==> config.mk <==
export PLATFORM = sky130hd
export DESIGN_NAME = result_streamer
export DESIGN_NICKNAME = d
export VERILOG_FILES = /design/src/logic/npu_pkg.sv /design/src/logic/result_streamer.sv
export VERILOG_INCLUDE_DIRS = /design/src /design/src/logic
export SDC_FILE = /design/constraint.sdc
export NUM_CORES = 1
export LEC_CHECK = 0
export BUFFER_PORTS_ARGS = -buffer_cell sky130_fd_sc_hd__buf_2
export CAP_MARGIN = 10
export CORE_AREA = 2 2 86 88
export DETAILED_ROUTE_END_ITERATION = 6
export DIE_AREA = 0 0 88 90
export PLACE_DENSITY_LB_ADDON = 0.2
export SLEW_MARGIN = 30
export SYNTH_ARGS = -nofsm -noshare
export SYNTH_HDL_FRONTEND = slang
export SYNTH_SLANG_ARGS = --single-unit
==> constraint.sdc <==
create_clock -name s00_axis_aclk -period 3.5 [get_ports s00_axis_aclk]
set_input_delay 0.175 -clock s00_axis_aclk [delete_from_list [all_inputs] [get_ports s00_axis_aclk]]
set_output_delay 0.175 -clock s00_axis_aclk [all_outputs]
set_load 0.1 [all_outputs]
==> src/logic/npu_consts.svh <==
`ifndef NPU_CONSTS_SVH
`define NPU_CONSTS_SVH

// ------------------------------------------------------------
// word layout
// ------------------------------------------------------------
`define NPU_LANES      8
`define NPU_LANE_W     8
`define NPU_WORD_W     64

// ------------------------------------------------------------
// scratchpad geometry
// ------------------------------------------------------------
`define NPU_NUM_BANKS  4
`define NPU_BANK_W     2
// 64 words per bank
`define NPU_ADDR_W     6
// one extra bit so a full bank (64) fits
`define NPU_COUNT_W    7
// loader, eltwise engine, streamer
`define NPU_NUM_PORTS  3

`endif

==> src/logic/npu_pkg.sv <==
`include "npu_consts.svh"

package npu_pkg;

    typedef logic signed [`NPU_LANE_W-1:0] lane_t;

    // lane 0 sits in the low byte
    typedef lane_t [`NPU_LANES-1:0] lane_vec_t;

    typedef struct packed {
        logic [`NPU_BANK_W-1:0] bank;
        logic [`NPU_ADDR_W-1:0] word;
    } spad_addr_t;

    typedef struct packed {
        logic       we;
        spad_addr_t addr;
        lane_vec_t  wdata;
    } mem_req_t;

    typedef struct packed {
        lane_vec_t  data;
        spad_addr_t dest;
    } in_beat_t;

    typedef struct packed {
        lane_vec_t data;
        logic      last;
    } out_beat_t;

    typedef enum logic [1:0] {
        OP_ADD,
        OP_SUB,
        OP_MUL
    } eltwise_op_e;

    // count is in words, element i at word i of each bank
    typedef struct packed {
        eltwise_op_e             op;
        logic [`NPU_BANK_W-1:0]  src_a;
        logic [`NPU_BANK_W-1:0]  src_b;
        logic [`NPU_BANK_W-1:0]  dst;
        logic [`NPU_COUNT_W-1:0] count;
    } op_cmd_t;

    typedef struct packed {
        logic [`NPU_BANK_W-1:0]  bank;
        logic [`NPU_COUNT_W-1:0] count;
    } out_cmd_t;

    typedef enum logic [1:0] {
        PORT_LOAD,
        PORT_ELTWISE,
        PORT_STREAM
    } port_e;

endpackage

==> src/logic/result_streamer.sv <==
`timescale 1ns/10ps
`include "npu_consts.svh"

module result_streamer import npu_pkg::*; (
    input  logic      s00_axis_aclk,
    input  logic      arst_n_i,
    input  logic      cmd_valid_i,
    input  out_cmd_t  cmd_i,
    output logic      cmd_ready_o,
    output logic      req_valid_o,
    output mem_req_t  req_o,
    input  logic      gnt_i,
    input  logic      rvalid_i,
    input  lane_vec_t rdata_i,
    output logic      beat_valid_o,
    output out_beat_t beat_o,
    input  logic      beat_ready_i
);

    out_cmd_t                cmd_q;
    logic                    busy_q;
    logic                    inflight_q;
    logic                    drain_q;
    logic                    last_pend_q;
    logic [`NPU_COUNT_W-1:0] rd_addr_q;

    assign cmd_ready_o = !busy_q;

    // one read in flight, issued only while the slice has room for it
    assign req_valid_o = busy_q && !inflight_q && !drain_q && beat_ready_i;

    always_comb begin
        req_o.we    = 1'b0;
        req_o.addr  = '{bank: cmd_q.bank, word: rd_addr_q[`NPU_ADDR_W-1:0]};
        req_o.wdata = '0;
    end

    // read data goes straight into the output slice
    assign beat_valid_o = rvalid_i;
    assign beat_o.data  = rdata_i;
    assign beat_o.last  = last_pend_q;

    always_ff @(posedge s00_axis_aclk or negedge arst_n_i) begin
        if (!arst_n_i) begin
            busy_q      <= 1'b0;
            inflight_q  <= 1'b0;
            drain_q     <= 1'b0;
            last_pend_q <= 1'b0;
            rd_addr_q   <= '0;
        end else begin
            if (cmd_valid_i && cmd_ready_o) begin
                busy_q    <= 1'b1;
                rd_addr_q <= '0;
            end
            if (req_valid_o && gnt_i) begin
                inflight_q  <= 1'b1;
                last_pend_q <= (rd_addr_q + 1'b1 == cmd_q.count);
                rd_addr_q   <= rd_addr_q + 1'b1;
            end
            if (rvalid_i) begin
                inflight_q <= 1'b0;
                drain_q    <= last_pend_q;
            end
            // last beat sits in the slice until it leaves on the bus
            if (drain_q && beat_ready_i) begin
                busy_q  <= 1'b0;
                drain_q <= 1'b0;
            end
        end
    end

    always_ff @(posedge s00_axis_aclk) begin
        if (cmd_valid_i && cmd_ready_o) begin
            cmd_q <= cmd_i;
        end
    end

    landing_has_room: assert property (@(posedge s00_axis_aclk) disable iff (!arst_n_i)
        rvalid_i |-> beat_ready_i);

endmodule

==> summary.txt <==
Run status
  • Status: finished clean

Worst setup path
  • Crit-path cells: ha_1 > and3_1 > xnor2_1 > or4_4 > o31ai_2
  • Critical path depth: 5
  • Critical path class: flip-flop to flip-flop
  • Reg2reg start: rd_addr_q[0]
  • Arr. time, crit path: ~2.0 ns
  • Worst Setup SP: rd_addr_q[0]
  • CP endpoint kind: flip-flop
  • Setup crit end: last_pend_q
  • Critical path startpoint category: flip-flop
  • Worst-path maximum fanout: 7
  • Reg-to-Reg End: last_pend_q
  • Data required, critical path: 3.68 ns
  • CP bufs+invs: 0
  • CP delay by family, top: simple AND/OR/NAND/NOR gates
  • Critical path's slowest cell: dfrtp_1
  • Crit-path max cell delay: 0.45 ns
  • Worst-case reg-to-reg path depth: 5
  • Setup slack, reg-to-reg: 1.68 ns

Global route
  • First-pass GRT wire length: 4.24 mm
  • Vias in the first global route: 824
  • Initial antenna violation count: 0
  • Met3 usage: 3.40%
  • GR peak layer: met2
  • Met2 GRT Util: under 10%
  • Largest net degree at the start of global routing: 12
  • Met1 Usage GRT: 7.10%
  • Total GRT Usage: 6.94%
  • Grt ovf: 0

STA
  • Hold Slack: 0.0841 ns
  • Worst Skew: around 0.0018 ns
  • Fin crit period: between 1.5 and 2 ns
  • Hold Fails Final Rpt: 0
  • RSZ-0062 raised after global routing: no
  • Slew Viols, Final: 0
  • Peak Freq: 549 MHz
  • Final count of negative-setup-slack endpoints: 0
  • Total negative slack: 0 ns
  • Final period util: 52.0%

Worst hold path
  • Worst hold path type: input port to flip-flop
  • Launch point of the worst hold path: cmd_i[7]

Die
  • Die width: 88 um
  • # IOs: 220
  • Site Rows: 31
  • Initial Utilization: about 29%
  • Die area: 7920 um2
  • Die height: 90 um
  • Core region area: around 7000 um2

Flow run
  • Total of max-cap violations: 0

Cells and area
  • Diodes inserted: 0
  • Non-filler cells, final: 276
  • Commonest non-fill, non-tap cell in the layout: conb_1
  • Final-stage net count: ~260
  • Fin area: 1500 um2
  • Syn-to-layout area delta: -25.3%
  • Commonest non-fill, non-tap cells in the layout: conb_1, buf_2, dfrtp_1, nand2_1, edfxtp_1
  • Fillers: around 800
  • Fraction of final layout cells sized beyond drive strength 1: 19.8%

CTS
  • Post_cts resized: 0
  • H-tree depth: 1
  • CTS Buf Count: 3
  • CTS Root Cell: clkbuf_8
  • Clk slew on worst S/H paths: 0.07 ns
  • CTS tree: built
  • Post-CTS setup buffer count: 0
  • Clock Sinks: 20
  • Skew-Pair Late Insertion Delay: 0.26 ns
  • Clock Path Buffers: 2

Yosys
  • Avg Inst Size Synth: roughly 8.9 um2
  • Sequential area share after synthesis: between 20% and 30%
  • Adder-Cell Fraction of Synth Area: 0.624%
  • Multiplexer area fraction after synthesis: 0.999%
  • Post-Synth Simple-Gate Area: under 10%
  • Yosys reg bits: 20
  • Mapped Cells: ~220
  • Largest family of logic cells by synthesized area: buffers and inverters
  • Post-Synth XOR/XNOR Area: 4.37%
  • Synth Area in Compound Gates: 4.87%
  • Post-synthesis cell type count: 30
  • YS warnings: 0
  • Mapped Area: 2000 um2

Placement
  • Placer Congestion: 0.750
  • IO Port Bufs: 26
  • Post-Place Cells: 271
  • DP HPWL: 2.38 mm
  • Placed inst area: 1440 um2

Routing
  • DRC: 0
  • Final WL: 2.94 mm
  • Antenna-violating nets left: 0
  • Vias per cell: ~3.4
  • Vias post-DR: 933
  • Routed length per instance: 10.7 um
  • DRT Pass-1 Iters: 4
  • Iter 0 DRT Violations: 8

Power
  • Static leakage: 0.737 nW
  • Power per cell area: 710 nW/um2
  • Peak VDD IR: 0.269 mV
==> per-layer routing <==
metal	wire (um)	vias to the layer above	share of wire [%]
met1	951	408	32
met5	0	-	0
met4	270	0	9.2
li1	-	416	-
met2	1370	76	47
met3	350	33	12
==> power by group <==
part	switching, W	total [W]	internal [W]	leakage [nW]
combinational	0.000531	0.000600	0.0000689	0.490
sequential	0.0000353	0.000303	0.000268	0.224
clock	0.0000776	0.000159	0.0000811	0.0228
total	0.000644	0.00106	0.000418	0.737
==> per-stage QoR <==
step	setup slack, ns	total power [W]	utilization [%]
detailed placement	1.68	0.000911	20.5
global route	1.54	0.00111	21.3
floorplan	1.49	0.00128	-
global placement	1.73	0.000909	20.5
finish	1.68	0.00106	21.3
CTS	1.67	0.00107	21.3
==> worst min-delay path by stage <==
stage                   endpoint  slack, ns  depth (start not counted)
floorplan                 busy_q      -0.12                          0
CTS                     cmd_q[2]       0.08                          1
detailed placement  rd_addr_q[4]       0.08                          1
global route            cmd_q[4]       0.07                          1
finish                 req_o[70]       0.08                          1
global placement    rd_addr_q[4]       0.08                          1
==> cell usage after synthesis <==
cell type,n,area [um2]
mux2i_1,2,20.0
a21oi_1,6,30.0
or3_2,1,7.51
or4_4,1,11.3
o21ai_0,5,25.0
and2_1,1,6.26
or3_1,1,6.26
xnor2_1,7,61.3
and3_1,1,6.26
and2_2,1,7.51
nor4_1,1,6.26
o31ai_2,1,12.5
ha_1,1,12.5
o21bai_1,2,15.0
clkbuf_1,1,3.75
nand2_1,9,33.8
nand4b_1,1,8.76
and4bb_4,1,16.3
inv_1,3,11.3
buf_4,139,1040
buf_2,2,10.0
xor2_1,3,26.3
a21o_1,2,15.0
nand3_1,5,25.0
nor3b_1,1,7.51
edfxtp_1,9,270
conb_1,1,3.75
nand2_4,1,11.3
nor2_1,4,15.0
dfrtp_1,11,275
==> registers in the layout, indices dropped and copies added (netlist names) <==
name,flops
busy_q,1
cmd_q,7
drain_q,1
inflight_q,1
last_pend_q,1
rd_addr_q,7
req_o,2
==> final cells by class <==
| type | count | area (um2) | share of cell area [%] |
|---|---|---|---|
| well taps | 99 | 124 | 8.28 |
| repair buffers | 27 | 140 | 9.36 |
| flip-flops and latches | 20 | 546 | 36.5 |
| multi-input cells | 123 | 631 | 42.1 |
| clock buffers | 4 | 45.0 | 3.01 |
| inverters | 3 | 11.3 | 0.753 |
==> timing repair <==
action / CTS / global route
hold buffers: 1 / 0
setup endpoints to repair: 0 / 0
endpoints found under the hold margin: 11 / 0
==> kinds of logic after synthesis <==
| logic type | Yosys count |
|---|---|
| and+or+nand+nor | 29 |
| DFF | 20 |
| muxes | 2 |
| xor gates and xnor gates | 10 |
| buffers and inverters | 145 |
| other | 1 |
| adders and majority gates | 1 |
| AOI/OAI and AO/OA | 16 |
(Power assumes the default switching activity.)
