## config.mk

```make
export PLATFORM = sky130hd
export DESIGN_NAME = eltwise_engine
export DESIGN_NICKNAME = d
export VERILOG_FILES = /design/src/logic/npu_pkg.sv /design/src/logic/eltwise_engine.sv
export VERILOG_INCLUDE_DIRS = /design/src /design/src/logic
export SDC_FILE = /design/constraint.sdc
export NUM_CORES = 2
export LEC_CHECK = 0
export BUFFER_PORTS_ARGS = -buffer_cell sky130_fd_sc_hd__buf_4
export CAP_MARGIN = 20
export CORE_AREA = 2 2 327 232
export DETAILED_ROUTE_END_ITERATION = 8
export DIE_AREA = 0 0 329 234
export GPL_TIMING_DRIVEN = 1
export SLEW_MARGIN = 20
export SYNTH_ARGS = -nofsm -noshare
export SYNTH_HDL_FRONTEND = slang
export SYNTH_SLANG_ARGS = --single-unit
```

## constraint.sdc

```tcl
create_clock -name s00_axis_aclk -period 6.3 [get_ports s00_axis_aclk]
set_input_delay 1.26 -clock s00_axis_aclk [delete_from_list [all_inputs] [get_ports s00_axis_aclk]]
set_output_delay 1.26 -clock s00_axis_aclk [all_outputs]
set_load 0.1 [all_outputs]
```

## src/logic/npu_consts.svh

```systemverilog
`ifndef NPU_CONSTS_SVH
`define NPU_CONSTS_SVH

// ------------------------------------------------------------
// word layout
// ------------------------------------------------------------
`define NPU_LANES      8
`define NPU_LANE_W     8
`define NPU_WORD_W     64

// ------------------------------------------------------------
// scratchpad geometry
// ------------------------------------------------------------
`define NPU_NUM_BANKS  4
`define NPU_BANK_W     2
// 64 words per bank
`define NPU_ADDR_W     6
// one extra bit so a full bank (64) fits
`define NPU_COUNT_W    7
// loader, eltwise engine, streamer
`define NPU_NUM_PORTS  3

`endif

```

## src/logic/npu_pkg.sv

```systemverilog
`include "npu_consts.svh"

package npu_pkg;

    typedef logic signed [`NPU_LANE_W-1:0] lane_t;

    // lane 0 sits in the low byte
    typedef lane_t [`NPU_LANES-1:0] lane_vec_t;

    typedef struct packed {
        logic [`NPU_BANK_W-1:0] bank;
        logic [`NPU_ADDR_W-1:0] word;
    } spad_addr_t;

    typedef struct packed {
        logic       we;
        spad_addr_t addr;
        lane_vec_t  wdata;
    } mem_req_t;

    typedef struct packed {
        lane_vec_t  data;
        spad_addr_t dest;
    } in_beat_t;

    typedef struct packed {
        lane_vec_t data;
        logic      last;
    } out_beat_t;

    typedef enum logic [1:0] {
        OP_ADD,
        OP_SUB,
        OP_MUL
    } eltwise_op_e;

    // count is in words, element i at word i of each bank
    typedef struct packed {
        eltwise_op_e             op;
        logic [`NPU_BANK_W-1:0]  src_a;
        logic [`NPU_BANK_W-1:0]  src_b;
        logic [`NPU_BANK_W-1:0]  dst;
        logic [`NPU_COUNT_W-1:0] count;
    } op_cmd_t;

    typedef struct packed {
        logic [`NPU_BANK_W-1:0]  bank;
        logic [`NPU_COUNT_W-1:0] count;
    } out_cmd_t;

    typedef enum logic [1:0] {
        PORT_LOAD,
        PORT_ELTWISE,
        PORT_STREAM
    } port_e;

endpackage

```

## src/logic/eltwise_engine.sv

```systemverilog
`timescale 1ns/10ps
`include "npu_consts.svh"

module eltwise_engine import npu_pkg::*; (
    input  logic      s00_axis_aclk,
    input  logic      arst_n_i,
    input  logic      cmd_valid_i,
    input  op_cmd_t   cmd_i,
    output logic      cmd_ready_o,
    output logic      done_o,
    output logic      req_valid_o,
    output mem_req_t  req_o,
    input  logic      gnt_i,
    input  logic      rvalid_i,
    input  lane_vec_t rdata_i
);

    typedef enum logic [1:0] {
        PH_RD_A,
        PH_RD_B,
        PH_WR
    } phase_e;

    op_cmd_t                 cmd_q;
    phase_e                  phase_q;
    logic                    busy_q;
    logic                    pend_b_q;
    logic                    res_ok_q;
    logic [`NPU_COUNT_W-1:0] rd_idx_q;
    logic [`NPU_ADDR_W-1:0]  wr_addr;
    lane_vec_t               a_q;
    lane_vec_t               res_q;

    // ------------------------------------------------------------
    // lane math with int8 saturation
    // ------------------------------------------------------------
    function automatic lane_vec_t lane_math(eltwise_op_e op, lane_vec_t a, lane_vec_t b);
        lane_vec_t          r;
        logic signed [16:0] wide;
        for (int l = 0; l < `NPU_LANES; l++) begin
            case (op)
                OP_ADD:  wide = $signed(a[l]) + $signed(b[l]);
                OP_SUB:  wide = $signed(a[l]) - $signed(b[l]);
                OP_MUL:  wide = $signed(a[l]) * $signed(b[l]);
                default: wide = $signed(a[l]);
            endcase
            if (wide > 17'sd127) begin
                r[l] = 8'h7f;
            end else if (wide < -17'sd128) begin
                r[l] = 8'h80;
            end else begin
                r[l] = wide[7:0];
            end
        end
        return r;
    endfunction

    // result of element i-1 is written once element i has been read
    assign wr_addr     = rd_idx_q[`NPU_ADDR_W-1:0] - 1'b1;
    assign cmd_ready_o = !busy_q;
    assign req_valid_o = busy_q && (phase_q != PH_WR || res_ok_q);

    always_comb begin
        req_o = '0;
        case (phase_q)
            PH_RD_A: begin
                req_o.addr = '{bank: cmd_q.src_a, word: rd_idx_q[`NPU_ADDR_W-1:0]};
            end
            PH_RD_B: begin
                req_o.addr = '{bank: cmd_q.src_b, word: rd_idx_q[`NPU_ADDR_W-1:0]};
            end
            default: begin
                req_o.we    = 1'b1;
                req_o.addr  = '{bank: cmd_q.dst, word: wr_addr};
                req_o.wdata = res_q;
            end
        endcase
    end

    // ------------------------------------------------------------
    // sequencing: A0 B0 A1 W0 B1 A2 W1 ... Bn-1 Wn-1
    // ------------------------------------------------------------
    always_ff @(posedge s00_axis_aclk or negedge arst_n_i) begin
        if (!arst_n_i) begin
            busy_q   <= 1'b0;
            done_o   <= 1'b0;
            phase_q  <= PH_RD_A;
            rd_idx_q <= '0;
            pend_b_q <= 1'b0;
            res_ok_q <= 1'b0;
        end else begin
            done_o <= 1'b0;
            if (cmd_valid_i && cmd_ready_o) begin
                busy_q   <= 1'b1;
                phase_q  <= PH_RD_A;
                rd_idx_q <= '0;
                res_ok_q <= 1'b0;
            end
            if (rvalid_i && pend_b_q) begin
                res_ok_q <= 1'b1;
            end
            if (req_valid_o && gnt_i) begin
                pend_b_q <= (phase_q == PH_RD_B);
                case (phase_q)
                    PH_RD_A: begin
                        phase_q <= (rd_idx_q != '0) ? PH_WR : PH_RD_B;
                    end
                    PH_RD_B: begin
                        rd_idx_q <= rd_idx_q + 1'b1;
                        res_ok_q <= 1'b0;
                        phase_q  <= (rd_idx_q + 1'b1 == cmd_q.count) ? PH_WR : PH_RD_A;
                    end
                    default: begin
                        if (rd_idx_q == cmd_q.count) begin
                            busy_q <= 1'b0;
                            done_o <= 1'b1;
                        end else begin
                            phase_q <= PH_RD_B;
                        end
                    end
                endcase
            end
        end
    end

    always_ff @(posedge s00_axis_aclk) begin
        if (cmd_valid_i && cmd_ready_o) begin
            cmd_q <= cmd_i;
        end
        if (rvalid_i) begin
            if (pend_b_q) begin
                res_q <= lane_math(cmd_q.op, a_q, rdata_i);
            end else begin
                a_q <= rdata_i;
            end
        end
    end

    // read data only ever answers a read granted to this port
    rvalid_after_read: assert property (@(posedge s00_axis_aclk) disable iff (!arst_n_i)
        rvalid_i |-> $past(req_valid_o && gnt_i && !req_o.we));

endmodule

```

==> impl_metrics.py <==
metrics = {
    "cts": {
        "cts_num_sinks": 156,
        "worstSkewPairLatency_ns": 0.52,
        "cts_setup_buffers": 0,
        "clk_root_buffer_cell": "clkbuf_16",
        "holdBufCountCts": 0,
        "cts.reportedPaths.clkPinSlew_ns": 0.08,
        "cts_max_path_buffers": 2,
        "ctsHtreeMaxLevel": 4,
        "cts-buffers-inserted": 17,
        "cts_resized": 0,
        "tritoncts": "built",
    },
    "finish": {
        "layout_commonest_cell": "inv_1",
        "finalNonFillerCells": 5060,
        "final_util": 0.506,
        "regArea_mm2": 0.00462,
        "drive_above_1_share": 0.119,
        "diodes": 0,
        "multi_input_area_mm2": 0.0249,
        "area_growth_pct": 14.0,
        "nNetsFinal": 4969,
        "fillers": 7069,
        "final_cell_mix": "inv_1 (818), fa_1 (456), buf_4 (396), ha_1 (371), and2_1 (308)",
    },
    "grt": {
        "grt_pass1_wl_um": 147000,
        "grt_pass1_vias": 26474,
        "grt_overflow": 0,
        "grt_max_degree": 112,
        "grt_usage": 0.245,
        "antenna_found_initial": 0,
    },
    "worst_setup_path": {
        "cp-endpoint": "res_q[40]$_SDFFCE_PN1P_",
        "r2r-start": "a_q[43]$_DFFE_PP_",
        "end_kind": "flop",
        "crit_cells": 20,
        "cp_slowest_stage_delay_ns": 0.53,
        "reg2reg_slack_ns": 0.41,
        "cp.required_ns": 6.66,
        "cp-startpoint": "rdata_i[44]",
        "crit_buf_inv": 5,
        "reg2reg_depth": 19,
        "crit_family": "adder cells",
        "slowest_stage": "fa_1",
        "cp.arrival_ns": 6.38,
        "worstPathMaxFanout": 7,
        "start_kind": "input port",
        "crit_type": "input port to flop",
        "crit_path_cell_trace": "buf_4 > and2_1 > fa_1 > inv_1 > fa_1 > inv_1 > fa_1 > inv_1 > fa_1 > inv_1 > ha_1 > o21a_1 > o31a_1 > or4_1 > a31oi_2 > mux2i_1 > a2111oi_4 > o41a_1 > o21a_2 > o21ai_1",
        "timing.rr.end": "res_q[40]$_SDFFCE_PN1P_",
    },
    "placement": {
        "dp.cells": 5028,
        "io_buffers": 159,
        "gp_congestion": 0.928,
        "dp_hpwl_um": 73300,
    },
    "synth": {
        "async_reset_ff_frac": 0.0833,
        "syn_avg_cell_area_um2": 8.87,
        "ys_types": 89,
        "yosysWarnings": 0,
        "synth-seq-area-share": 0.140,
        "synth.top_cell.area_share": 0.277,
        "syn_inst": 3712,
        "synth_edf_count": 143,
        "yosys_most_used_dff": "edfxtp_1",
        "synth_seq_cells": 156,
        "synth_area_leaders": "fa_1 (28%), ha_1 (14%), edfxtp_1 (13%)",
        "syn_nets": 4623,
        "netlist_area_mm2": 0.0329,
        "yosysTopAreaCell": "fa_1",
    },
    "drt": {
        "wl_um": 90600,
        "wl_per_cell_um": 17.9,
        "drtIter0Drc": 1787,
        "first_pass_iters": 5,
        "drc_errors": 0,
        "vias_per_cell": 5.17,
        "num_vias": 26140,
        "ant_nets": 0,
    },
    "sta": {
        "clock-skew-final_ns": 0.0229,
        "slew_viol_final": 0,
        "post-route-period-util": 0.956,
        "fmax_mhz": 166,
        "slew_headroom": 0.325,
        "layout_min_cycle_time_ns": 6.02,
        "rsz0062_at_grt": "no",
        "setup_violations": 0,
        "tightest_slew_ns": 1.01,
        "whs_ns": 0.535,
        "fin_tns_setup_ns": 0,
        "finalHoldViolCount": 0,
    },
    "floorplanning": {
        "num_rows": 84,
        "initial_utilization": 0.444,
        "num_io_pins": 160,
        "coreArea_mm2": 0.0741,
        "die-width_um": 329,
        "fp.dieArea_mm2": 0.0770,
        "die_height_um": 234,
    },
    "min_path": {
        "hold_class": "flop to flop",
    },
    "run_status": {
        "status": "finished, final reports clean",
    },
    "run": {
        "drv_cap": 0,
    },
}
==> metal layers <==
metal	routed length, um	track usage
met5	0	0
met4	1080	0.0455
met3	6500	0.0409
met2	37000	0.352
met1	46000	0.385
==> final cells by class <==
| class | count | area share |
|---|---|---|
| Clock inverter | 14 | 0.00360 |
| Timing Repair Buffer | 400 | 0.0814 |
| Inverter | 820 | 0.0821 |
| Clock buffer | 18 | 0.0120 |
| Tap cell | 989 | 0.0330 |
| Multi-Input combinational cell | 2663 | 0.665 |
| Sequential cell | 156 | 0.123 |
==> metrics by stage <==
stage          cell area, um^2  worst slack, ns
4_1_cts                  37500            0.303
2_1_floorplan            32900            0.133
3_3_place_gp             36900           -0.177
3_5_place_dp             36900           -0.240
5_1_grt                  37500          0.00679
6_report                 37500            0.278
==> worst min path at each step <==
stage                              start              endpoint  depth (start not counted)
global placement      res_ok_q$_DFF_PN0_    res_ok_q$_DFF_PN0_                          2
detailed placement    res_ok_q$_DFF_PN0_    res_ok_q$_DFF_PN0_                          2
finish                res_ok_q$_DFF_PN0_    res_ok_q$_DFF_PN0_                          2
CTS                   res_ok_q$_DFF_PN0_    res_ok_q$_DFF_PN0_                          2
floorplan           pend_b_q$_DFFE_PN0P_  pend_b_q$_DFFE_PN0P_                          2
global route          res_ok_q$_DFF_PN0_    res_ok_q$_DFF_PN0_                          2
==> cells by family after synthesis <==
kind of cell,count (synthesis),synth area share
buffers and inverters,893,0.102
muxes,50,0.0186
adders and majority gates,827,0.418
xor gates and xnor gates,183,0.0487
AOI/OAI and AO/OA,620,0.120
and+or+nand+nor,983,0.152
DFF,156,0.140
==> worst reg2reg max path, cell delays in order, from the launching register on <==
cell and delay, ns:
edfxtp_1 0.62, and2_1 0.29, fa_1 0.53, inv_1 0.05
fa_1 0.47, inv_1 0.06, fa_1 0.53, inv_1 0.06
fa_1 0.53, inv_1 0.04, ha_1 0.30, o21a_1 0.20
o31a_1 0.13, or4_1 0.43, a31oi_2 0.28, mux2i_1 0.32
a2111oi_4 0.10, o41a_1 0.43, o21a_2 0.24, o21ai_1 0.14
==> Yosys cell counts, types with 9 or more instances <==
cell type and number:
o21ai_0 180, nand2_1 230, mux2i_1 32, and2_1 309, inv_1 818, a211oi_1 18, or4_1 9, nor2b_1 33
a21oi_1 158, o31a_1 11, nand3_1 36, nor4_1 14, o21a_1 27, o21bai_1 14, edfxtp_1 143, mux2_2 10
o21ai_1 18, fa_1 456, dfrtp_1 13, o22ai_1 9, a31oi_1 32, nor3_1 42, o211ai_1 19, and3_1 13
ha_1 371, o31ai_1 11, clkbuf_1 61, or3_1 18, a21o_1 33, nand4_1 9, nand2b_1 37, xor2_1 45
xnor2_1 138, nor2_1 212
==> flip-flops by register name (all words and copies together), names as in the netlist <==
signal / flops
a_q: 64
done_o: 1
rd_idx_q: 7
res_q: 64
res_ok_q: 1
phase_q: 2
pend_b_q: 1
busy_q: 1
cmd_q: 15
Power is left out: the tool's default activity adds up to more than one toggle a clock period on the data nets, which glitch-free logic cannot reach.
