**config.mk**
```make
export PLATFORM = sky130hd
export DESIGN_NAME = axis_reg_slice
export DESIGN_NICKNAME = d
export VERILOG_FILES = /design/src/logic/axis_reg_slice.sv
export SDC_FILE = /design/constraint.sdc
export NUM_CORES = 1
export LEC_CHECK = 0
export BUFFER_PORTS_ARGS = -buffer_cell sky130_fd_sc_hd__buf_2
export CORE_ASPECT_RATIO = 1.2
export CORE_MARGIN = 2
export CORE_UTILIZATION = 40
export DETAILED_ROUTE_END_ITERATION = 12
export PLACE_DENSITY = 0.85
export SYNTH_ARGS = -nofsm -noshare
export SYNTH_HDL_FRONTEND = slang
export SYNTH_SLANG_ARGS = --single-unit
```
**constraint.sdc**
```tcl
create_clock -name s00_axis_aclk -period 1.3 [get_ports s00_axis_aclk]
set_input_delay 0.065 -clock s00_axis_aclk [delete_from_list [all_inputs] [get_ports s00_axis_aclk]]
set_output_delay 0.065 -clock s00_axis_aclk [all_outputs]
set_load 0.02 [all_outputs]
```
**src/logic/axis_reg_slice.sv**
```systemverilog
`timescale 1ns/10ps

module axis_reg_slice #(
    parameter type payload_t = logic [63:0]
) (
    input  logic     s00_axis_aclk,
    input  logic     arst_n_i,
    input  logic     in_valid_i,
    input  payload_t in_data_i,
    output logic     in_ready_o,
    output logic     out_valid_o,
    output payload_t out_data_o,
    input  logic     out_ready_i
);

    // low until the first edge out of reset
    logic run_q;

    // a held item leaving frees the slot on the same edge
    assign in_ready_o = run_q && (!out_valid_o || out_ready_i);

    always_ff @(posedge s00_axis_aclk or negedge arst_n_i) begin
        if (!arst_n_i) begin
            run_q       <= 1'b0;
            out_valid_o <= 1'b0;
        end else begin
            run_q <= 1'b1;
            if (in_ready_o) begin
                out_valid_o <= in_valid_i;
            end
        end
    end

    always_ff @(posedge s00_axis_aclk or negedge arst_n_i) begin
        if (!arst_n_i) begin
            out_data_o <= '0;
        end else if (in_valid_i && in_ready_o) begin
            out_data_o <= in_data_i;
        end
    end

    hold_under_stall: assert property (@(posedge s00_axis_aclk) disable iff (!arst_n_i)
        out_valid_o && !out_ready_i |=> out_valid_o && $stable(out_data_o));

endmodule

```
==> Flow_metrics.wiki, run 1 <==
{| class="wikitable"
! Metric !! Value
|-
| Path type of the worst setup path || flip-flop to flip-flop
|-
| Worst setup SP type || flip-flop
|-
| Vias per std cell || roughly 4.6
|-
| Total Routed Length || 7.13 mm
|-
| Number of nets in the final layout || 431
|-
| Setup WS pre-CTS || -0.0655 ns
|-
| Total nets after synthesis || 212
|-
| Detail Route Antenna Nets || 0
|-
| Most common cell after layout, fill and taps aside || sky130_fd_sc_hd__buf_2
|-
| Setup violators final || 61
|-
| Clk Tree Root Cell || sky130_fd_sc_hd__clkbuf_8
|-
| Share of final-layout standard cells stronger than drive strength 1 || 0.617
|-
| Max Cap Viol || 0
|-
| Routed length per placed instance || ~16 um
|-
| Fraction of power consumed by the clock network || 0.301
|-
| VDD IR max || 979 uV
|-
| Clock Sinks || 66
|-
| Setup WS post-layout || -0.0451 ns
|-
| Antenna violations before repair || 0
|-
| DP HPWL || 3.45 mm
|-
| Number of vias in the routed layout || around 2000
|-
| Number of flip-flops and latches in the synthesized netlist || 66
|-
| Required time at the endpoint of the critical path || 1.52 ns
|-
| Largest incremental delay on the critical path || 0.36 ns
|-
| TritonCTS clock tree || yes
|-
| Library cells used by synthesis || 10
|-
| Diode count || 0
|-
| Total clock buffers created by CTS || 9
|-
| Number of synthesis warnings || 0
|-
| Net switching power of the design || 1.94 mW
|-
| Setup repair after global routing missed its margin || yes
|-
| Layout filler cell count || 385
|-
| Violations in the final reports || negative setup slack
|-
| Mean instance size in the synthesized netlist || 17.2 um^2
|-
| Overall die area || about 6800 um^2
|-
| First-pass iteration count of the detailed router || 4
|-
| Height of the die || around 90 um
|-
| Worst-path maximum fanout || 8
|-
| Hold slack || 0.297 ns
|-
| Global-route wire length before repair || 9.26 mm
|-
| Result of the run || complete, but fails checks
|-
| Remaining global-route overflow || 0
|-
| Maximum clock rate || 743 MHz
|-
| Routability Congestion || 0.761
|-
| Leak || 2.18 nW
|-
| Netlist Area Pre-Place || 2480 um^2
|-
| Portion of total power attributed to sequential cells || 0.404
|-
| Number of buffer cells added on primary ports || between 100 and 150
|-
| Utilization after layout || 0.739
|-
| Clock latency at the later pin of the worst-skew pair || 0.33 ns
|-
| Power Dens Cells || 1490 nW/um^2
|-
| Data arrival, critical path || ~1.6 ns
|-
| Fin. max-slew vios || 0
|-
| DRC violations left || 0
|-
| Clock tree buffer depth || 2
|-
| Total track usage || 0.183
|-
| Count of H-tree levels built during CTS || 3
|-
| Post-route clock skew || 0.00805 ns
|-
| Number of cells in the design after placement || 358
|-
| Kind of capture point of the worst setup path || flip-flop
|-
| Most used cells in the layout excluding fill and tap cells || 132 x sky130_fd_sc_hd__buf_2, 67 x sky130_fd_sc_hd__dlygate4sd3_1, 65 x sky130_fd_sc_hd__dfrtp_1
|-
| Proportion of power drawn by combinational gates || 0.295
|-
| Maximum number of pins on one net before global-route repair || 67
|-
| Worst hold path class || input pin to asynchronous set/reset pin
|-
| Standard cell with the maximum stage delay on the critical path || sky130_fd_sc_hd__dfrtp_1
|-
| Standard-cell rows || 31
|-
| Chip width || 75.9 um
|-
| Post-layout minimum cycle time || 1.35 ns
|-
| Area Overhead vs Synth || 79.2%
|-
| DRC violation total after the first TritonRoute iteration || 34
|-
| Effective utilization at floorplan || 0.412
|-
| Critical Path, Cell by Cell || nand2_2 -> a21oi_4 -> buf_4 -> clkbuf_16 -> mux2_2
|-
| Switching share of power || 0.294
|-
| Std-Cell Core Area || 6010 um^2
|-
| Post-synthesis sequential area ratio || 0.666
|-
| Final cell count without fillers || 450
|-
| Share of the clock period used by the worst path || 1.03
|-
| Number of hold-slack violations in the final timing report || 0
|-
| Clock edge transition at the registers on the reported setup and hold paths || around 0.07 ns
|-
| Via count of the first global-routing pass || 2077
|-
| Boundary Pins || 134
|-
| Cell-internal power || between 4 and 5 mW
|-
| Cell count after synthesis || 144
|}
## timing repair
item,in CTS,in global routing
hold buffers,66,1
endpoints found under the setup margin,65,65
gates resized for setup,5,30
pin swaps,0,2
buffers inserted,0,3
gates cloned,0,6
hold endpoints to repair,131,1
## through the flow
| stage | instance area (um^2) | setup TNS (ns) | power [mW] |
|---|---|---|---|
| finish | 4440 | -1.70 | 6.60 |
| global route | 4440 | -5.52 | 6.91 |
| CTS | 4180 | -3.35 | 6.45 |
| detailed placement | 3260 | -2.95 | 4.27 |
| global placement | 3260 | -1.63 | 4.22 |
| floorplan | 2490 | -7.45 | 3.62 |
## Yosys cell counts
library cell               instances  area [um^2]
sky130_fd_sc_hd__dfrtp_1          66         1650
sky130_fd_sc_hd__a21boi_0          1         7.51
sky130_fd_sc_hd__inv_1             1         3.75
sky130_fd_sc_hd__mux2_1            5         56.3
sky130_fd_sc_hd__buf_6             4         45.0
sky130_fd_sc_hd__buf_4             2         15.0
sky130_fd_sc_hd__a21oi_4           1         16.3
sky130_fd_sc_hd__nand2_1           4         15.0
sky130_fd_sc_hd__conb_1            1         3.75
sky130_fd_sc_hd__mux2_2           59          664
## layer usage
metal | vias to the layer above | wire length, um | GRT usage
met5 | - | 0 | 0
met4 | 0 | 102 | 0.0702
met3 | 10 | 397 | 0.0561
met2 | 85 | 3810 | 0.343
met1 | 1026 | 2820 | 0.175
li1 | 939 | - | -
## path summary, 6_finish.rpt
| path | startpoint | to | slack (ns) | cells past startpoint |
|---|---|---|---|---|
| worst min-delay path | arst_n_i | out_data_o[39] | 0.30 | 3 |
| worst max register to register | run_q | out_data_o[62] | -0.05 | 5 |
| worst min register to register | out_data_o[5] | out_data_o[5] | 0.49 | 1 |
| max in group asynchronous | arst_n_i | out_valid_o | 0.72 | 3 |
| worst max-delay path | run_q | out_data_o[62] | -0.05 | 5 |
| min in group s00_axis_aclk | in_valid_i | out_data_o[35] | 0.47 | 6 |
## cell families after synthesis
logic type / after synthesis / share of synthesized area
simple gates: 4 / 0.00606
buf+inv: 7 / 0.0257
other cells: 1 / 0.00151
flops: 66 / 0.666
mux: 64 / 0.291
compound gates: 2 / 0.00959
## final cells by class
| class | instances | area, um^2 | area share |
|---|---|---|---|
| Clock inverter | 4 | 72.6 | 0.0163 |
| Timing Repair Buffer | 214 | 1570 | 0.353 |
| Tap cell | 82 | 103 | 0.0231 |
| Clock buffer | 12 | 165 | 0.0372 |
| Multi-Input combinational cell | 71 | 878 | 0.198 |
| Inverter | 1 | 3.75 | 0.000845 |
| Sequential cell | 66 | 1650 | 0.372 |
## state kept, by name, summed over array words and instances, names as in the netlist
| register | flops |
|---|---|
| out_data_o | 64 |
| out_valid_o | 1 |
| run_q | 1 |
## power groups by stage
| stage | Sequential (mW) | Combinational, mW | Clock (mW) |
|---|---|---|---|
| floorplan | 3.19 | 0.436 | 0 |
| global placement | 2.67 | 1.55 | 0 |
| detailed placement | 2.68 | 1.58 | 0 |
| CTS | 2.65 | 1.75 | 2.05 |
| global route | 2.72 | 2.07 | 2.12 |
| finish | 2.67 | 1.94 | 1.99 |
## worst max-delay path: cells and delay by family, from the launching register on
kind                   cells  cell delay (ns)
multiplexers               1             0.33
flip-flops                 1             0.36
AND/OR/NAND/NOR            1             0.08
buffers and inverters      2             0.32
AO/OA/AOI/OAI              1             0.15
Note: power is estimated with default switching activity, not from simulation.
==> run 2: changes to the inputs <==
--- a/config.mk
+++ b/config.mk
@@ -11,6 +11,7 @@
 export CORE_UTILIZATION = 40
 export DETAILED_ROUTE_END_ITERATION = 12
 export PLACE_DENSITY = 0.85
+export SKIP_CTS_REPAIR_TIMING = 1
 export SYNTH_ARGS = -nofsm -noshare
 export SYNTH_HDL_FRONTEND = slang
 export SYNTH_SLANG_ARGS = --single-unit
==> run 2 against run 1 <==
- the run still ends with negative setup slack left
- critical path depth shrank 1
- first-iteration DRC count grew 5.9%
- flip-flop and latch count is the same
- fmax grew 0.46%
- combinational power grew 4%
- clock power is essentially flat
- sequential power is essentially flat
- cell count shrank 0.67%
- clock skew shrank 0.00093 ns
- wire length grew 0.62%
- largest cell class unchanged
- largest power group unchanged
==> Flow_metrics.wiki, run 2 (synthesis results as in run 1) <==
{| class="wikitable"
! Metric !! Value
|-
| Leak || 2.23 nW
|-
| Setup WS pre-CTS || -0.0655 ns
|-
| Clk Tree Root Cell || sky130_fd_sc_hd__clkbuf_8
|-
| Buf+Inv Stages, Crit Path || 2
|-
| Via count of the first global-routing pass || ~1700
|-
| Post-layout minimum cycle time || 1.34 ns
|-
| Worst hold path class || input pin to flip-flop
|-
| Most used cells in the layout excluding fill and tap cells || 132 x sky130_fd_sc_hd__buf_2, 66 x sky130_fd_sc_hd__dlygate4sd3_1, 65 x sky130_fd_sc_hd__dfrtp_1
|-
| Routed length per placed instance || between 15 and 20 um
|-
| Standard-cell rows || 31
|-
| Vias per std cell || 4.56
|-
| Number of buffer cells added on primary ports || 133
|-
| Layout filler cell count || 369
|-
| Standard cell with the maximum stage delay on the critical path || sky130_fd_sc_hd__dfrtp_2
|-
| Result of the run || complete, but fails checks
|-
| VDD IR max || just under 1000 uV
|-
| Share of final-layout standard cells stronger than drive strength 1 || 0.619
|-
| Area Overhead vs Synth || 81.3%
|-
| Required time at the endpoint of the critical path || approximately 1.5 ns
|-
| DP HPWL || 3.45 mm
|-
| Clock Sinks || 66
|-
| Setup repair after global routing missed its margin || yes
|-
| Setup violators final || 55
|-
| Chip width || 75.9 um
|-
| Total clock buffers created by CTS || 9
|-
| Diode count || 0
|-
| Total non-filler cell area in the finished layout || 4490 um^2
|-
| Overall die area || 6840 um^2
|-
| Std-Cell Core Area || 6010 um^2
|-
| Standard cell area after detailed placement || 3260 um^2
|-
| Routability Congestion || 0.761
|-
| Violations in the final reports || negative setup slack
|-
| Cell family with the largest share of critical-path delay || flip-flops
|-
| Height of the die || 90.2 um
|-
| Total Power || 6.68 mW
|-
| Number of nets in the final layout || 428
|-
| Maximum clock rate || 747 MHz
|-
| Flip-flop count of the largest register, all copies and words added || 64
|-
| Maximum number of pins on one net before global-route repair || 67
|-
| Worst-path maximum fanout || 8
|-
| Setup TNS after final layout || -1.32 ns
|-
| Boundary Pins || 134
|-
| Clock latency at the later pin of the worst-skew pair || 0.33 ns
|-
| Biggest regs || out_data_o x64, out_valid_o x1, run_q x1
|-
| Total Routed Length || 7.18 mm
|-
| Effective utilization at floorplan || 0.412
|-
| Worst setup SP type || flip-flop
|-
| Remaining global-route overflow || 0
|-
| TritonCTS clock tree || yes
|-
| Max Cap Viol || 0
|-
| Number of vias in the routed layout || 2037
|-
| Data arrival, critical path || 1.56 ns
|-
| Share of the clock period used by the worst path || 1.03
|-
| Fin. max-slew vios || 0
|-
| Clock edge transition at the registers on the reported setup and hold paths || roughly 0.070 ns
|-
| Clock tree buffer depth || 2
|-
| Critical Path, Cell by Cell || a21oi_4 -> buf_12 -> clkbuf_16 -> mux2_4
|-
| Antenna violations before repair || 0
|-
| Detail Route Antenna Nets || 0
|-
| Count of H-tree levels built during CTS || 3
|-
| Hold slack || about 0.022 ns
|-
| Power Dens Cells || 1490 nW/um^2
|-
| Post-route clock skew || 0.00713 ns
|-
| DRC violations left || 0
|-
| Largest incremental delay on the critical path || 0.42 ns
|-
| Global-route wire length before repair || 7.45 mm
|-
| Most common cell after layout, fill and taps aside || sky130_fd_sc_hd__buf_2
|-
| Setup WS post-layout || -0.0389 ns
|-
| Kind of capture point of the worst setup path || flip-flop
|-
| DRC violation total after the first TritonRoute iteration || 36
|-
| Path type of the worst setup path || flip-flop to flip-flop
|-
| Total track usage || 0.145
|-
| First-pass iteration count of the detailed router || 4
|-
| Number of hold-slack violations in the final timing report || 0
|-
| Top reg by flops || out_data_o
|}
[run 2: changes by cell type in the layout (fill, tap and decap cells not counted)]
cell,before,now
sky130_fd_sc_hd__mux2_2,31,13
sky130_fd_sc_hd__mux2_4,30,48
sky130_fd_sc_hd__buf_4,5,3
sky130_fd_sc_hd__a21boi_1,1,0
sky130_fd_sc_hd__a21boi_2,0,1
sky130_fd_sc_hd__buf_12,3,4
sky130_fd_sc_hd__buf_8,1,0
sky130_fd_sc_hd__dlygate4sd3_1,67,66
[run 2: through the flow]
stage | std cells | utilization
floorplan | 144 | -
global placement | 358 | 0.543
detailed placement | 358 | 0.543
CTS | 374 | 0.582
global route | 447 | 0.747
finish | 447 | 0.747
[run 2: worst paths after layout]
path | startpoint | end | slack [ns] | depth (start not counted)
min reg2reg | out_data_o[7] | out_data_o[7] | 0.49 | 1
min in group asynchronous | arst_n_i | out_data_o[0] | 0.27 | 3
max reg2reg | out_valid_o | out_data_o[16] | -0.04 | 4
min | out_ready_i | out_valid_o | 0.02 | 4
max in group asynchronous | arst_n_i | out_valid_o | 0.73 | 3
max | out_valid_o | out_data_o[16] | -0.04 | 4
[run 2: layout make-up]
| class | count | area (um^2) | share of cell area |
|---|---|---|---|
| Timing Repair Buffer | 211 | 1550 | 0.344 |
| Sequential cell | 66 | 1650 | 0.368 |
| Clock inverter | 4 | 72.6 | 0.0162 |
| Clock buffer | 12 | 165 | 0.0368 |
| Inverter | 1 | 3.75 | 0.000835 |
| Multi-Input combinational cell | 71 | 950 | 0.211 |
| Tap cell | 82 | 103 | 0.0228 |
[run 2: metal layers]
layer | global-route usage | vias to the layer above | wire [um]
li1 | - | 933 | -
met1 | 0.168 | 1003 | 2870
met2 | 0.228 | 89 | 3740
met3 | 0.0572 | 12 | 459
met4 | 0.0687 | 0 | 105
met5 | 0 | - | 0
[run 2: where the power goes]
group	switching [mW]	leakage (nW)	total (mW)	internal [mW]
sequential	0.220	0.775	2.68	2.46
clock	0.745	0.119	1.98	1.23
combinational	0.994	1.34	2.02	1.03
[run 2: worst min-delay path, stage by stage]
cell	delay (ns)
sky130_fd_sc_hd__buf_2	0.09
sky130_fd_sc_hd__nand2_1	0.05
sky130_fd_sc_hd__nand2_1	0.07
sky130_fd_sc_hd__nand2_1	0.05
